--- config.mk ---
export PLATFORM = sky130hd
export DESIGN_NAME = team_04_wrapper
export DESIGN_NICKNAME = d
export VERILOG_FILES = /design/src/logic/fill_cmd_pkg.sv /design/src/logic/wb_bus_pkg.sv /design/src/logic/beat_gen.sv /design/src/logic/cmd_decode.sv /design/src/logic/team_04_wrapper.sv /design/src/logic/wb_cmd_port.sv /design/src/logic/wb_master_drive.sv
export SDC_FILE = /design/constraint.sdc
export NUM_CORES = 1
export LEC_CHECK = 0
export BUFFER_PORTS_ARGS = -buffer_cell sky130_fd_sc_hd__buf_4
export CAP_MARGIN = 15
export CORE_AREA = 3 3 264 266
export DETAILED_ROUTE_END_ITERATION = 8
export DIE_AREA = 0 0 267 269
export GPL_ROUTABILITY_DRIVEN = 0
export HOLD_SLACK_MARGIN = 0.06
export PLACE_DENSITY_LB_ADDON = 0.2
export SYNTH_ARGS = -nofsm -noshare
export SYNTH_HDL_FRONTEND = slang
export SYNTH_SLANG_ARGS = --single-unit
--- constraint.sdc ---
create_clock -name wb_clk_i -period 5.3 [get_ports wb_clk_i]
set_clock_uncertainty 0.05 [all_clocks]
set_input_delay 0 -clock wb_clk_i [delete_from_list [all_inputs] [get_ports wb_clk_i]]
set_output_delay 0 -clock wb_clk_i [all_outputs]
set_load 0.01 [all_outputs]
--- src/logic/fill_cmd_pkg.sv ---
/*
 * Fill engine command, job and beat words plus slave register map
 * Register index comes from address bits 3:2, one 32-bit word each
 */
package fill_cmd_pkg;

    // Slave register word offsets
    localparam logic [1:0] REG_BASE    = 2'd0;
    localparam logic [1:0] REG_PATTERN = 2'd1;
    localparam logic [1:0] REG_CTRL    = 2'd2;   // Write pushes a command
    localparam logic [1:0] REG_STATUS  = 2'd3;   // Read only

    // One command as software wrote it
    typedef struct packed {
        logic [31:0] base;     // First write address
        logic [31:0] pattern;  // First data word
        logic [7:0]  length;   // Beat count, zero is rejected
        logic [3:0]  stride;   // Address step in words
        logic        incr;     // Bump data by one per beat
    } fill_cmd_t;

    // Checked command, length already turned into last index
    typedef struct packed {
        logic [31:0] base;
        logic [31:0] pattern;
        logic [7:0]  last;     // Index of final beat
        logic [3:0]  stride;
        logic        incr;
    } fill_job_t;

    // Single master write
    typedef struct packed {
        logic [31:0] addr;
        logic [31:0] data;
    } fill_beat_t;

    // REG_CTRL write data layout
    typedef struct packed {
        logic [18:0] rsvd;
        logic        incr;     // Bit 12
        logic [3:0]  stride;   // Bits 11:8
        logic [7:0]  length;   // Bits 7:0
    } ctrl_reg_t;

    // REG_STATUS read layout
    typedef struct packed {
        logic [7:0] rsvd_hi;
        logic [7:0] err;       // Bits 23:16
        logic [7:0] done;      // Bits 15:8
        logic [3:0] level;     // Bits 7:4, queue fill
        logic [2:0] rsvd_lo;
        logic       busy;      // Bit 0
    } status_t;

endpackage

--- src/logic/wb_bus_pkg.sv ---
/*
 * Wishbone request and response words for the slave and master sides
 * Classic single-cycle handshake only, no tags, no burst fields
 */
package wb_bus_pkg;

    // Request as seen at a port, master to slave
    typedef struct packed {
        logic [31:0] adr;   // Byte address
        logic [31:0] dat;   // Write data
        logic [3:0]  sel;   // Byte lane select
        logic        we;    // High for write
        logic        cyc;   // Bus cycle in progress
        logic        stb;   // Valid transfer
    } wb_req_t;

    // Response back to the master
    typedef struct packed {
        logic [31:0] dat;   // Read data, valid with ack
        logic        ack;   // One-cycle transfer ack
    } wb_rsp_t;

    // Widths for quick checks at the top
    localparam int WB_ADR_W = 32;
    localparam int WB_DAT_W = 32;
    localparam int WB_SEL_W = WB_DAT_W / 8;

endpackage

--- src/logic/beat_gen.sv ---
`timescale 1ns/1ps
/*
 * Expands a job into one write beat per cycle, no stall input
 * A job strobe while busy is not expected, cmd_decode waits on busy
 */
module beat_gen (
    input  logic                     wb_clk_i,
    input  logic                     rst_n_i,
    input  logic                     job_valid_i,
    input  fill_cmd_pkg::fill_job_t  job_i,
    output logic                     beat_valid_o,
    output logic                     beat_last_o,
    output logic                     busy_o,
    output fill_cmd_pkg::fill_beat_t beat_o
);
    import fill_cmd_pkg::*;

    logic        busy_q;
    logic [7:0]  idx_q;     // Current beat number
    logic [7:0]  last_q;    // Final beat number
    logic [31:0] step_q;    // Byte step between beats
    logic        incr_q;
    logic        at_last;
    fill_beat_t  beat_q;    // Running address and data

    assign at_last = (idx_q == last_q);

    always_ff @(posedge wb_clk_i) begin
        if (!rst_n_i) begin
            busy_q <= 1'b0;
        end else if (job_valid_i) begin
            busy_q <= 1'b1;
        end else if (busy_q && at_last) begin
            busy_q <= 1'b0;  // Last beat goes out this cycle
        end
    end

    always_ff @(posedge wb_clk_i) begin
        if (job_valid_i) begin
            idx_q       <= 8'd0;
            last_q      <= job_i.last;
            step_q      <= {26'd0, job_i.stride, 2'b00};  // Words to bytes
            incr_q      <= job_i.incr;
            beat_q.addr <= job_i.base;
            beat_q.data <= job_i.pattern;
        end else if (busy_q) begin
            idx_q       <= idx_q + 8'd1;
            beat_q.addr <= beat_q.addr + step_q;
            beat_q.data <= beat_q.data + 32'(incr_q);  // Flat pattern if clear
        end
    end

    assign beat_valid_o = busy_q;
    assign beat_last_o  = busy_q & at_last;
    assign busy_o       = busy_q;
    assign beat_o       = beat_q;

endmodule

--- src/logic/cmd_decode.sv ---
`timescale 1ns/1ps
/*
 * Takes one queued command at a time and hands it on as a job
 * Pop is a registered strobe, head must stay stable while it is high
 */
module cmd_decode (
    input  logic                    wb_clk_i,
    input  logic                    rst_n_i,
    input  fill_cmd_pkg::fill_cmd_t cmd_i,
    input  logic                    cmd_avail_i,
    input  logic                    busy_i,
    output logic                    pop_o,
    output logic                    reject_o,
    output logic                    job_valid_o,
    output fill_cmd_pkg::fill_job_t job_o
);
    import fill_cmd_pkg::*;

    logic      pop_q;
    logic      reject_q;
    logic      job_valid_q;
    logic      len_zero;
    fill_job_t job_q;

    assign len_zero = (cmd_i.length == 8'd0);

    always_ff @(posedge wb_clk_i) begin
        if (!rst_n_i) begin
            pop_q       <= 1'b0;
            reject_q    <= 1'b0;
            job_valid_q <= 1'b0;
        end else begin
            // Hold off while a popped command is still on its way to beat_gen
            pop_q       <= cmd_avail_i & ~busy_i & ~pop_q & ~job_valid_q;
            job_valid_q <= pop_q & ~len_zero;
            reject_q    <= pop_q & len_zero;  // Nothing issued for it
        end
    end

    always_ff @(posedge wb_clk_i) begin
        if (pop_q) begin
            job_q.base    <= cmd_i.base;
            job_q.pattern <= cmd_i.pattern;
            job_q.last    <= cmd_i.length - 8'd1;  // Only used when nonzero
            job_q.stride  <= cmd_i.stride;
            job_q.incr    <= cmd_i.incr;
        end
    end

    assign pop_o       = pop_q;
    assign reject_o    = reject_q;
    assign job_valid_o = job_valid_q;
    assign job_o       = job_q;

endmodule

--- src/logic/team_04_wrapper.sv ---
`timescale 1ns/1ps
/*
 * Chip-level wrapper of the Wishbone memory fill engine
 * gpio_in_i, la_data_in_i and la_oenb_i are not used
 * Busy on la_data_out_o[0], done pulse on irq_o[0], done count on gpio_out_o[7:0]
 */
module team_04_wrapper #(
    parameter int CMD_DEPTH = 4
) (
    input  logic         wb_clk_i,
    input  logic         rst_n_i,
    input  logic         wbs_stb_i,
    input  logic         wbs_cyc_i,
    input  logic         wbs_we_i,
    input  logic [3:0]   wbs_sel_i,
    input  logic [31:0]  wbs_dat_i,
    input  logic [31:0]  wbs_adr_i,
    output logic         wbs_ack_o,
    output logic [31:0]  wbs_dat_o,
    input  logic [127:0] la_data_in_i,
    input  logic [127:0] la_oenb_i,
    output logic [127:0] la_data_out_o,
    input  logic [37:0]  gpio_in_i,
    output logic [37:0]  gpio_out_o,
    output logic [37:0]  gpio_oeb_o,
    output logic [2:0]   irq_o,
    output logic [31:0]  adr_o,
    output logic [31:0]  dat_o,
    output logic [3:0]   sel_o,
    output logic         we_o,
    output logic         stb_o,
    output logic         cyc_o
);
    import wb_bus_pkg::*;
    import fill_cmd_pkg::*;

    wb_req_t    s_req;      // From management core
    wb_rsp_t    s_rsp;
    wb_req_t    m_req;      // To memory side
    fill_cmd_t  cmd;
    fill_job_t  job;
    fill_beat_t beat;
    logic       cmd_avail;
    logic       pop;
    logic       reject;
    logic       job_valid;
    logic       beat_valid;
    logic       beat_last;
    logic       busy;
    logic       job_done;
    logic [7:0] done_count;

    assign s_req = '{adr: wbs_adr_i, dat: wbs_dat_i, sel: wbs_sel_i, we: wbs_we_i,
                     cyc: wbs_cyc_i, stb: wbs_stb_i};

    wb_cmd_port #(.CMD_DEPTH(CMD_DEPTH)) wb_cmd_port_i (
        .wb_clk_i(wb_clk_i), .rst_n_i(rst_n_i), .wb_req_i(s_req), .wb_rsp_o(s_rsp),
        .pop_i(pop), .cmd_o(cmd), .cmd_avail_o(cmd_avail), .reject_i(reject),
        .job_done_i(job_done), .busy_i(busy), .done_count_o(done_count)
    );

    cmd_decode cmd_decode_i (
        .wb_clk_i(wb_clk_i), .rst_n_i(rst_n_i), .cmd_i(cmd), .cmd_avail_i(cmd_avail),
        .busy_i(busy), .pop_o(pop), .reject_o(reject), .job_valid_o(job_valid), .job_o(job)
    );

    beat_gen beat_gen_i (
        .wb_clk_i(wb_clk_i), .rst_n_i(rst_n_i), .job_valid_i(job_valid), .job_i(job),
        .beat_valid_o(beat_valid), .beat_last_o(beat_last), .busy_o(busy), .beat_o(beat)
    );

    wb_master_drive wb_master_drive_i (
        .wb_clk_i(wb_clk_i), .rst_n_i(rst_n_i), .beat_valid_i(beat_valid),
        .beat_last_i(beat_last), .beat_i(beat), .wb_req_o(m_req), .job_done_o(job_done)
    );

    assign wbs_ack_o = s_rsp.ack;
    assign wbs_dat_o = s_rsp.dat;

    assign adr_o = m_req.adr;
    assign dat_o = m_req.dat;
    assign sel_o = m_req.sel;
    assign we_o  = m_req.we;
    assign stb_o = m_req.stb;
    assign cyc_o = m_req.cyc;

    assign la_data_out_o = {127'd0, busy};
    assign irq_o         = {2'b00, job_done};       // Done pulse on line 0
    assign gpio_out_o    = {30'd0, done_count};
    assign gpio_oeb_o    = {{30{1'b1}}, 8'h00};     // Low byte driven, rest inputs

endmodule

--- src/logic/wb_cmd_port.sv ---
`timescale 1ns/1ps
/*
 * Slave side of the fill engine, acks every access one cycle later
 * CMD_DEPTH must be a power of two from 2 to 8 (level field is 4 bits)
 * CTRL write into a full queue is lost and counted as an error
 * Base and pattern staging registers power up unknown
 */
module wb_cmd_port #(
    parameter int CMD_DEPTH = 4
) (
    input  logic                    wb_clk_i,
    input  logic                    rst_n_i,
    input  wb_bus_pkg::wb_req_t     wb_req_i,
    output wb_bus_pkg::wb_rsp_t     wb_rsp_o,
    input  logic                    pop_i,
    output fill_cmd_pkg::fill_cmd_t cmd_o,
    output logic                    cmd_avail_o,
    input  logic                    reject_i,
    input  logic                    job_done_i,
    input  logic                    busy_i,
    output logic [7:0]              done_count_o
);
    import fill_cmd_pkg::*;

    localparam int PTR_W = $clog2(CMD_DEPTH);
    localparam int CNT_W = $clog2(CMD_DEPTH + 1);

    logic             req;        // New access this cycle
    logic             ctrl_wr;
    logic             push;
    logic             drop;
    logic             pop;
    logic             ack_q;
    logic [31:0]      rdata_q;
    logic [31:0]      base_q;
    logic [31:0]      pattern_q;
    fill_cmd_t        queue_q [CMD_DEPTH];
    logic [PTR_W-1:0] wr_ptr_q;
    logic [PTR_W-1:0] rd_ptr_q;
    logic [CNT_W-1:0] cnt_q;
    logic [7:0]       done_q;
    logic [7:0]       err_q;
    ctrl_reg_t        ctrl;
    status_t          status;

    // Ack cycle itself never counts as a fresh request
    assign req     = wb_req_i.cyc & wb_req_i.stb & ~ack_q;
    assign ctrl    = ctrl_reg_t'(wb_req_i.dat);
    assign ctrl_wr = req & wb_req_i.we & (wb_req_i.adr[3:2] == REG_CTRL);
    assign push    = ctrl_wr & (cnt_q != CNT_W'(CMD_DEPTH));
    assign drop    = ctrl_wr & (cnt_q == CNT_W'(CMD_DEPTH));  // Queue full
    assign pop     = pop_i & (cnt_q != '0);                   // Guard empty pop

    always_comb begin
        status       = '0;
        status.busy  = busy_i;
        status.level = 4'(cnt_q);
        status.done  = done_q;
        status.err   = err_q;
    end

    always_ff @(posedge wb_clk_i) begin
        if (!rst_n_i) begin
            ack_q    <= 1'b0;
            wr_ptr_q <= '0;
            rd_ptr_q <= '0;
            cnt_q    <= '0;
            done_q   <= '0;
            err_q    <= '0;
        end else begin
            ack_q <= req;
            if (push) begin
                wr_ptr_q <= wr_ptr_q + PTR_W'(1);  // Wraps at depth
            end
            if (pop) begin
                rd_ptr_q <= rd_ptr_q + PTR_W'(1);
            end
            cnt_q  <= cnt_q + CNT_W'(push) - CNT_W'(pop);
            done_q <= done_q + 8'(job_done_i);
            // Full-queue drop and zero-length reject may land together
            err_q  <= err_q + 8'(drop) + 8'(reject_i);
        end
    end

    always_ff @(posedge wb_clk_i) begin
        if (req && !wb_req_i.we) begin
            case (wb_req_i.adr[3:2])
                REG_BASE:    rdata_q <= base_q;
                REG_PATTERN: rdata_q <= pattern_q;
                REG_STATUS:  rdata_q <= status;
                default:     rdata_q <= '0;  // CTRL reads back zero
            endcase
        end
        for (int b = 0; b < 4; b++) begin
            if (req && wb_req_i.we && wb_req_i.sel[b]) begin
                if (wb_req_i.adr[3:2] == REG_BASE) begin
                    base_q[8*b +: 8] <= wb_req_i.dat[8*b +: 8];
                end
                if (wb_req_i.adr[3:2] == REG_PATTERN) begin
                    pattern_q[8*b +: 8] <= wb_req_i.dat[8*b +: 8];
                end
            end
        end
        if (push) begin
            queue_q[wr_ptr_q] <= '{base: base_q, pattern: pattern_q, length: ctrl.length,
                                   stride: ctrl.stride, incr: ctrl.incr};
        end
    end

    assign wb_rsp_o     = '{dat: rdata_q, ack: ack_q};
    assign cmd_o        = queue_q[rd_ptr_q];  // Head of queue
    assign cmd_avail_o  = (cnt_q != '0);
    assign done_count_o = done_q;

endmodule

--- src/logic/wb_master_drive.sv ---
`timescale 1ns/1ps
/*
 * Puts each beat on the master port as a posted single-cycle write
 * No ack is sampled, the target must take one write per cycle
 */
module wb_master_drive (
    input  logic                     wb_clk_i,
    input  logic                     rst_n_i,
    input  logic                     beat_valid_i,
    input  logic                     beat_last_i,
    input  fill_cmd_pkg::fill_beat_t beat_i,
    output wb_bus_pkg::wb_req_t      wb_req_o,
    output logic                     job_done_o
);
    import wb_bus_pkg::*;

    wb_req_t req_q;
    logic    done_q;

    // Handshake bits, low whenever no beat came in
    always_ff @(posedge wb_clk_i) begin
        if (!rst_n_i) begin
            req_q.stb <= 1'b0;
            req_q.cyc <= 1'b0;
            req_q.we  <= 1'b0;
            req_q.sel <= '0;
            done_q    <= 1'b0;
        end else begin
            req_q.stb <= beat_valid_i;
            req_q.cyc <= beat_valid_i;
            req_q.we  <= beat_valid_i;  // Writes only
            req_q.sel <= {4{beat_valid_i}};
            done_q    <= beat_valid_i & beat_last_i;  // Same cycle as last strobe
        end
    end

    always_ff @(posedge wb_clk_i) begin
        if (beat_valid_i) begin
            req_q.adr <= beat_i.addr;
            req_q.dat <= beat_i.data;
        end
    end

    assign wb_req_o   = req_q;
    assign job_done_o = done_q;

endmodule

==> flow_summary.yaml, run 1 <==
setup_path:
  worst_r2r_path_depth: 5
  timing.rr.start: "wb_cmd_port_i.ack_q"
  cp-end-kind: "register"
  setup.worst_path.start_class: "register"
  arrival_ns: 3.01
  crit_fanout: 69
  regToRegSetupSlack_ns: 2.43
  worstSetupPathType: "reg2reg"
  rr_endpoint: "wb_cmd_port_i.queue_q[3][21]"
  worstPathRequired_ns: 5.44
clocking:
  clockBufferDepth: 3
  htreeDepth: 3
  clock_latency_ns: 0.59
  cts_buffers: 69
  cts_sinks: 662
  cts-root-buf: "clkbuf_16"
  clkTransAtPathRegs_ns: 0.06
  cts_tree: "yes"
synthesis:
  synth_compound_gate_area_share_pct: 1.96
  synth_fa_ha_area_share_pct: 1.08
  yosys.area_share.simple_pct: 5.24
  synth_cell_types: 46
  synth_top_area_share_pct: 70.4
  syn_inst: 1524
  ys_warn_count: 0
  synth-xor-area-share_pct: 3.10
  ys_top_cells_by_area: "edfxtp_1 (70%), mux4_2 (6.5%), buf_4 (5.9%), dfxtp_1 (3.0%), xor2_1 (2.1%)"
  yosysSeqAreaShare_pct: 73.4
  synthArstFlopShare_pct: 0
  yosysMostFrequentCell: "edfxtp_1"
  yosys-top-cells-count: "edfxtp_1 (622), buf_4 (207), nand2_1 (84), mux4_2 (77), xor2_1 (65)"
  muxShareOfSynthArea_pct: 8.21
  synth_top_family_by_area: "multiplexers"
  yosysTopAreaCell: "edfxtp_1"
  avgSynthCellArea_um2: 17.4
  yosys_register_bits: 662
  synth-edff-count: 622
  ys.flop_type: "edfxtp_1"
  synth_area_um2: 26500
route:
  post-route-drc-count: 0
  num_vias: 12700
  wl_per_cell_um: 20.4
  drt_iter0_drc: 857
  wirelength_mm: 54.7
  viasPerCell: 4.75
  dr.pass1.iters: 6
  ant_nets: 0
floorplanning:
  dieArea_um2: 71800
  die_y_um: 269
  rows: 95
  fp.coreArea_um2: 67300
  io_pins: 678
  die_w_um: 267
  initial_utilization_pct: 39.4
finish:
  diodes: 0
  fillerInstances: 5862
  final_cell_count_no_fill: 2679
  regArea_um2: 19500
  final_core_util_pct: 45.4
  area_growth_pct: 15.2
  drive_gt1_share_pct: 21.5
  multi_input_area_um2: 5950
  num-nets-final: 2145
timing:
  tightest_slew_ns: 1.18
  hold_ws_ns: 0.101
  min_period_over_period_pct: 54.1
  rsz0062_at_grt: "false"
  setup_viol: 0
  hold_violations: 0
  slew_headroom_pct: 21.2
  tns_ns: 0
  max_freq_mhz: 349
  slew_violations: 0
  min_period_ns: 2.87
job:
  maxCapViolations: 0
global_routing:
  grt_overflow: 0
  grt_pass1_wl_mm: 81.3
  grt_max_degree: 71
  first_global_vias: 13100
  track_usage_pct: 15.2
  antenna_found_initial: 0
place:
  port_buffers: 156
  dpl.hpwl_mm: 35.2
  placedCellCount: 2507
power:
  power.leakage_uw: 0.0104
  finalPower_uw: 10500
  power_density_nw_per_um2: 345
  ir_drop_mv: 0.200
min_path:
  hold_class: "in2reg"
  min-delay-start: "wbs_dat_i[19]"
  holdPathStages: 2
  holdPathEnd: "wb_cmd_port_i.pattern_q[19]"
run_status:
  status: "completed"
## registers in the layout, summed over array words and instances (netlist names), 2 cells and up, named ones only
name	count
wb_cmd_port_i.queue_q	308
wb_cmd_port_i.rdata_q	32
beat_gen_i.step_q	4
beat_gen_i.beat_o	64
cmd_decode_i.job_o	77
wb_cmd_port_i.rd_ptr_q	2
beat_gen_i.idx_q	8
wb_cmd_port_i.err_q	8
wb_cmd_port_i.pattern_q	32
wb_master_drive_i.wb_req_o	65
beat_gen_i.last_q	8
wb_cmd_port_i.done_count_o	8
wb_cmd_port_i.wr_ptr_q	2
wb_cmd_port_i.base_q	32
wb_cmd_port_i.cnt_q	3
## cell usage in the layout, fill, tap and decap left out, types with 16 or more instances in the layout
cell type      netlist  routed
xnor2_1             29      29
mux2_2              27      27
dfxtp_1             40      35
mux4_2              77      77
clkbuf_16            0      72
clkinv_1             0      18
and2_1              35      31
conb_1               2     197
nand4_1             24      24
inv_1               16      16
dlygate4sd3_1        0      51
ha_1                18      18
nand3_1             30      30
edfxtp_1           622     622
nor2_1              33      33
and3_1              21      21
xor2_1              65      65
buf_4              207     172
o21ai_0             54      54
a22o_1              20      20
nand2_1             84      84
## cells by family (layout without fill, tap and decap cells)
kind of cell               after synthesis  in the layout
adders and majority gates               21             21
DFF                                    662            662
buffers and inverters                  275            362
xor gates and xnor gates                94             94
other                                    2            197
muxes                                  118            118
AOI/OAI and AO/OA                       86             86
and+or+nand+nor                        266            266
## how the worst max path moves through the flow
stage                         from                           end  slack (ns)
2_1_floorplan   cmd_decode_i.pop_o        wb_cmd_port_i.cnt_q[2]        1.63
5_1_grt        wb_cmd_port_i.ack_q  wb_cmd_port_i.queue_q[3][71]        2.21
4_1_cts        wb_cmd_port_i.ack_q  wb_cmd_port_i.queue_q[2][66]        2.38
3_5_place_dp   wb_cmd_port_i.ack_q  wb_cmd_port_i.queue_q[2][66]        2.40
6_report       wb_cmd_port_i.ack_q  wb_cmd_port_i.queue_q[3][21]        2.43
3_3_place_gp   wb_cmd_port_i.ack_q  wb_cmd_port_i.queue_q[3][40]        2.45
## cell type report
cell class	count	share of cell area, %
clock inverters	34	0.733
flip-flops and latches	662	63.8
multi-input cells	782	19.5
well taps	873	3.57
repair buffers	226	6.12
clock buffers	86	6.10
inverters	16	0.197
## report_power, final
group	switching [uW]	internal [uW]	total, uW
clock	1910	2590	4490
combinational	180	108	288
sequential	38.4	5710	5750
total	2130	8410	10500
## through the flow
stage | setup WS [ns] | instance area [um^2]
2_1_floorplan | 1.63 | 27300
3_3_place_gp | 2.45 | 27900
3_5_place_dp | 2.40 | 27900
4_1_cts | 2.38 | 30500
5_1_grt | 2.21 | 30600
6_report | 2.43 | 30600
## critical path: stages, from the launching register on
cell	delay (ns)
dfxtp_1	0.35
nand4b_1	0.24
nor2_1	0.18
and3_1	0.32
and2_2	0.33
buf_4	0.87
## timing repair
action	in CTS	in global routing
hold buffers	51	0
resized for setup	0	0
endpoints found under the hold margin	239	0
setup buffers	0	0
## metal layers
metal	up-vias	GRT usage, %	routed length [um]
met5	-	0	0
met4	0	5.04	1190
met3	79	2.36	2520
met2	385	24.0	25400
met1	6434	21.6	25600
li1	5826	-	-
No activity file was read; power rests on OpenSTA's default activity.
==> inputs of run 2 (changes only) <==
CORE_AREA = 3 3 261 263   (was 3 3 264 266)
DIE_AREA = 0 0 264 266   (was 0 0 267 269)
clock period = 2.55 ns   (was 5.3 ns; I/O delays follow)
==> run 2 against run 1 <==
Net effect:
- cell area up 1.9%
- critical path type unchanged
- first-iteration DRC count down 16%
- wire length up 0.79%
- die area down 2.2%
- largest power group unchanged
- cell count up 1.0%
- hold slack about the same
- critical endpoint is now wb_cmd_port_i.cnt_q[2]
- sequential power up 110%
- setup slack worse by 2.4 ns
- critical path depth up 6
- register-to-register slack worse by 2.4 ns
==> flow_summary.yaml, run 2 (synthesis results as in run 1) <==
run_status:
  status: "completed"
power:
  power_density_nw_per_um2: 726
  power.switching_uw: 4500
  power.leakage_uw: 0.0107
  p_int_uw: 18100
  finalPower_uw: 22600
  ir_drop_mv: 0.451
  power.share.switching_pct: 19.9
  p_clk_share_pct: 44.3
  comb_power_share_pct: 2.8
  seqPwrFrac_pct: 52.9
setup_path:
  setup.worst_path.start_class: "register"
  rr_endpoint: "wb_cmd_port_i.cnt_q[2]"
  crit_end: "wb_cmd_port_i.cnt_q[2]"
  worstPathRequired_ns: 2.99
  regToRegSetupSlack_ns: 0.07
  cpPeakStageDelay_ns: 0.37
  cp-end-kind: "register"
  cp-startpoint: "wb_cmd_port_i.ack_q"
  arrival_ns: 2.91
  worstSetupPathType: "reg2reg"
  timing.rr.start: "wb_cmd_port_i.ack_q"
  crit_buf_inv: 2
  cp_top_family: "simple AND/OR/NAND/NOR gates"
  crit_fanout: 2
  crit_chain: "nand4b_1 > nor2_2 > and3_4 > inv_1 > ha_1 > inv_1 > ha_1 > fa_1 > xor2_1 > xnor2_1 > and2_1"
  worst_r2r_path_depth: 11
  cp_slowest_cell: "fa_1"
  crit_cells: 11
route:
  drt_iter0_drc: 719
  wl_per_cell_um: 20.4
  num_vias: 12900
  viasPerCell: 4.78
  post-route-drc-count: 0
  ant_nets: 0
  dr.pass1.iters: 5
  wirelength_mm: 55.2
timing:
  hold_violations: 0
  slew_violations: 0
  setup_viol: 0
  tightest_slew_ns: 0.777
  min_period_ns: 2.48
  min_period_over_period_pct: 97.1
  slew_headroom_pct: 48.0
  max_freq_mhz: 404
global_routing:
  track_usage_pct: 15.6
  antenna_found_initial: 2
  grt_max_degree: 144
  grt_pass1_wl_mm: 82.6
  first_global_vias: 13200
  grt_overflow: 0
clocking:
  clkTransAtPathRegs_ns: 0.06
  cts_sinks: 662
  htreeDepth: 3
  cts-root-buf: "clkbuf_16"
  clockBufferDepth: 3
  cts_buffers: 73
  cts_tree: "yes"
  clock_latency_ns: 0.59
floorplanning:
  die_w_um: 264
  dieArea_um2: 70200
  fp.coreArea_um2: 65900
  io_pins: 678
  initial_utilization_pct: 40.3
  die_y_um: 266
  rows: 94
finish:
  final_core_util_pct: 47.3
  layout_common_cells: "edfxtp_1 (622), conb_1 (197), buf_4 (183)"
  fillerInstances: 5606
  final_common_cell: "edfxtp_1"
  drive_gt1_share_pct: 23.0
  area_growth_pct: 17.3
  regMostFlops: "wb_cmd_port_i.queue_q"
  num-nets-final: 2176
  largest_reg_flops: 308
job:
  maxCapViolations: 0
place:
  dpl.hpwl_mm: 35.1
  port_buffers: 156
min_path:
  holdPathStages: 2
  hold_class: "in2reg"
## run 2: how the worst min path moves through the flow
stage                       start                     endpoint  slack (ns)
global route        wbs_dat_i[14]  wb_cmd_port_i.pattern_q[14]        0.09
detailed placement  wbs_dat_i[16]  wb_cmd_port_i.pattern_q[16]        0.14
floorplan            wbs_dat_i[0]      wb_cmd_port_i.base_q[0]        0.05
CTS                 wbs_dat_i[31]     wb_cmd_port_i.base_q[31]        0.06
global placement    wbs_dat_i[29]     wb_cmd_port_i.base_q[29]        0.14
finish              wbs_dat_i[13]  wb_cmd_port_i.pattern_q[13]        0.10
## run 2: what timing repair did
action | in CTS | in global routing
endpoints found under the hold margin | 258 | 0
buffers inserted | 0 | 1
hold buffers | 53 | 0
resized for setup | 0 | 2
setup endpoints to repair | 0 | 1
## run 2: routing by layer
metal / routed length (um) / global-route usage [%] / vias up / part of all wire (%)
met2: 25400 / 24.3 / 391 / 46
met5: 0 / 0 / - / 0
met4: 1050 / 4.80 / 0 / 1.9
met1: 25800 / 22.4 / 6583 / 47
li1: - / - / 5896 / -
met3: 2890 / 2.78 / 68 / 5.2
## run 2: cell type report
type	instances	area, um^2	share of cell area, %
sequential	662	19500	62.6
multi-input combinational	782	5970	19.2
timing repair buffer	253	2240	7.21
clock buffer	92	1980	6.37
tap	864	1080	3.47
clock inverter	37	303	0.972
inverter	16	60.1	0.193
antenna	1	2.50	0.00804
## run 2: power groups by stage
stage	sequential [uW]	combinational, uW	clock, uW
final	11900	629	10000
after CTS	11900	627	10300
after global placement	12200	552	0
after floorplan	12200	548	0
after global routing	12000	692	10800
after detailed placement	12200	562	0
## run 2: through the flow
stage	hold slack (ns)	std cells	setup TNS (ns)	instance area (um^2)	worst slack (ns)
after floorplan	0.0489	1719	0	27300	0.00217
after global placement	0.138	2523	0	28300	0.130
after detailed placement	0.139	2523	0	28300	0.123
after CTS	0.0626	2705	0	31100	0.0955
after global routing	0.0862	2706	-0.0110	31100	-0.0110
final	0.101	2707	0	31100	0.0743
==> inputs of run 3 (changes only) <==
CELL_PAD_IN_SITES_DETAIL_PLACEMENT = 1   (was unset)
CELL_PAD_IN_SITES_GLOBAL_PLACEMENT = 1   (was unset)
CORE_AREA = 3 3 262 264   (was 3 3 261 263)
DIE_AREA = 0 0 265 267   (was 0 0 264 266)
==> run 3 against run 2 <==
Net effect:
- sequential share of layout area grew 0.14 points
- register-to-register slack gained 0.06 ns
- cell count grew 0.11%
- die area grew 0.76%
- power grew 1.1%
- clock power is essentially flat
- count of clock-buffer cells in the layout is the same
- global-route usage grew 0.54 points
- combinational power is essentially flat
- hold slack lost 0.0068 ns
- cell area shrank 0.22%
- non-clock buffer count shrank 8
- critical path type unchanged
- largest cell class unchanged
==> flow_summary.yaml, run 3 (synthesis results as in run 1) <==
route:
  viasPerCell: 4.79
  ant_nets: 0
  highest_layer: "met4"
  met2_length_mm: 26.7
  drt_iter0_drc: 967
  wl_per_cell_um: 21.1
  dr.pass1.iters: 5
  wirelength_mm: 57.3
  wl_met3_mm: 2.66
  num_vias: 13000
  wl_met1_mm: 27.0
  post-route-drc-count: 0
timing:
  max_freq_mhz: 413
  tightest_slew_ns: 0.707
  slew_violations: 0
  hold_violations: 0
  setup_viol: 0
  slew_headroom_pct: 52.7
  tns_ns: 0
  min_period_ns: 2.42
  rsz0062_at_grt: "false"
  min_period_over_period_pct: 94.9
finish:
  fillerInstances: 6480
  layout_common_cells: "edfxtp_1 (622), conb_1 (197), buf_4 (179)"
  area_growth_pct: 17.1
  drive_gt1_share_pct: 23.1
  largest_reg_flops: 308
  final_common_cell: "edfxtp_1"
  diodes: 0
  num-nets-final: 2167
  regMostFlops: "wb_cmd_port_i.queue_q"
  design_area_um2: 31100
power:
  ir_drop_mv: 0.426
  power.share.switching_pct: 20.4
  power.switching_uw: 4670
  power_density_nw_per_um2: 736
  p_int_uw: 18200
  seqPwrFrac_pct: 52.3
  power.leakage_uw: 0.0106
  p_clk_share_pct: 45.0
  comb_power_share_pct: 2.7
clocking:
  htreeDepth: 3
  clockBufferDepth: 3
  cts_tree: "yes"
  cts-root-buf: "clkbuf_16"
  cts_sinks: 662
  clkTransAtPathRegs_ns: 0.06
  cts_setup_buffers: 0
  clock_latency_ns: 0.60
  cts_buffers: 72
place:
  port_buffers: 156
  dpl.hpwl_mm: 37.2
  placed_cell_area_um2: 28200
setup_path:
  setup.worst_path.start_class: "register"
  cp-startpoint: "wb_cmd_port_i.ack_q"
  crit_fanout: 2
  regToRegSetupSlack_ns: 0.13
  arrival_ns: 2.85
  crit_end: "wb_cmd_port_i.cnt_q[2]"
  worstSetupPathType: "reg2reg"
  cp-end-kind: "register"
  rr_endpoint: "wb_cmd_port_i.cnt_q[2]"
  timing.rr.start: "wb_cmd_port_i.ack_q"
  worstPathRequired_ns: 2.98
  worst_r2r_path_depth: 11
floorplanning:
  dieArea_um2: 70800
  fp.coreArea_um2: 66800
  io_pins: 678
  die_y_um: 267
  rows: 95
  die_w_um: 265
  initial_utilization_pct: 39.7
global_routing:
  grt_pass1_wl_mm: 85.9
  track_usage_pct: 16.1
  grt_overflow: 0
  grt_max_degree: 144
  antenna_found_initial: 2
  first_global_vias: 13500
min_path:
  hold_class: "in2reg"
run_status:
  status: "completed"
job:
  maxCapViolations: 0
==> run 3: power by group through the flow <==
stage | logic, uW | clock network (uW) | registers, uW
after detailed placement | 554 | 0 | 12200
after global routing | 694 | 11000 | 12000
after global placement | 540 | 0 | 12200
final | 628 | 10300 | 12000
after CTS | 622 | 10500 | 12000
after floorplan | 548 | 0 | 12200
==> run 3: layer usage <==
layer | vias up | global-route usage (%)
met5 | - | 0
met4 | 0 | 4.44
met3 | 70 | 2.65
met2 | 344 | 25.3
met1 | 6703 | 23.4
li1 | 5859 | -
==> run 3: worst min-delay path by stage <==
stage / from / to / slack, ns / depth (start not counted)
6_report: wbs_dat_i[28] / wb_cmd_port_i.pattern_q[28] / 0.09 / 2
5_1_grt: wbs_dat_i[28] / wb_cmd_port_i.base_q[28] / 0.07 / 2
4_1_cts: wbs_dat_i[28] / wb_cmd_port_i.base_q[28] / 0.06 / 2
3_5_place_dp: wbs_dat_i[15] / wb_cmd_port_i.base_q[15] / 0.14 / 1
3_3_place_gp: wbs_dat_i[23] / wb_cmd_port_i.pattern_q[23] / 0.14 / 1
2_1_floorplan: wbs_dat_i[0] / wb_cmd_port_i.base_q[0] / 0.05 / 0
==> run 3: cell type report <==
cell class                      instances  area [um^2]  area share [%]
Multi-Input combinational cell        782         5970            19.2
Tap cell                              873         1090            3.52
Sequential cell                       662        19500            62.7
Clock inverter                         40          374            1.20
Timing Repair Buffer                  245         2110            6.81
Inverter                               16         60.1           0.193
Clock buffer                           92         1960            6.31
==> run 3: critical path: stages (launching register included) <==
cell and delay (ns):
dfxtp_1 0.31, nand4b_1 0.23, nor2_2 0.21, and3_4 0.20
inv_1 0.04, ha_1 0.26, inv_1 0.04, ha_1 0.19
fa_2 0.34, xor2_1 0.16, xnor2_1 0.13, and2_1 0.16
==> run 3: metrics by stage <==
step	hold WS (ns)	total power (uW)	util [%]	setup slack [ns]	cells
2_1_floorplan	0.0489	12700	-	0.00217	1719
3_3_place_gp	0.139	12700	42.2	0.0790	2523
3_5_place_dp	0.140	12700	42.2	0.0334	2523
4_1_cts	0.0612	23100	46.5	0.0173	2710
5_1_grt	0.0692	23700	46.5	0.00652	2710
6_report	0.0942	22900	46.5	0.131	2710
==> run 3: repair_timing <==
item                       CTS  global route
hold endpoints to repair   257             0
hold buffers                55             0
setup endpoints to repair    0             8
gates resized for setup      0             4
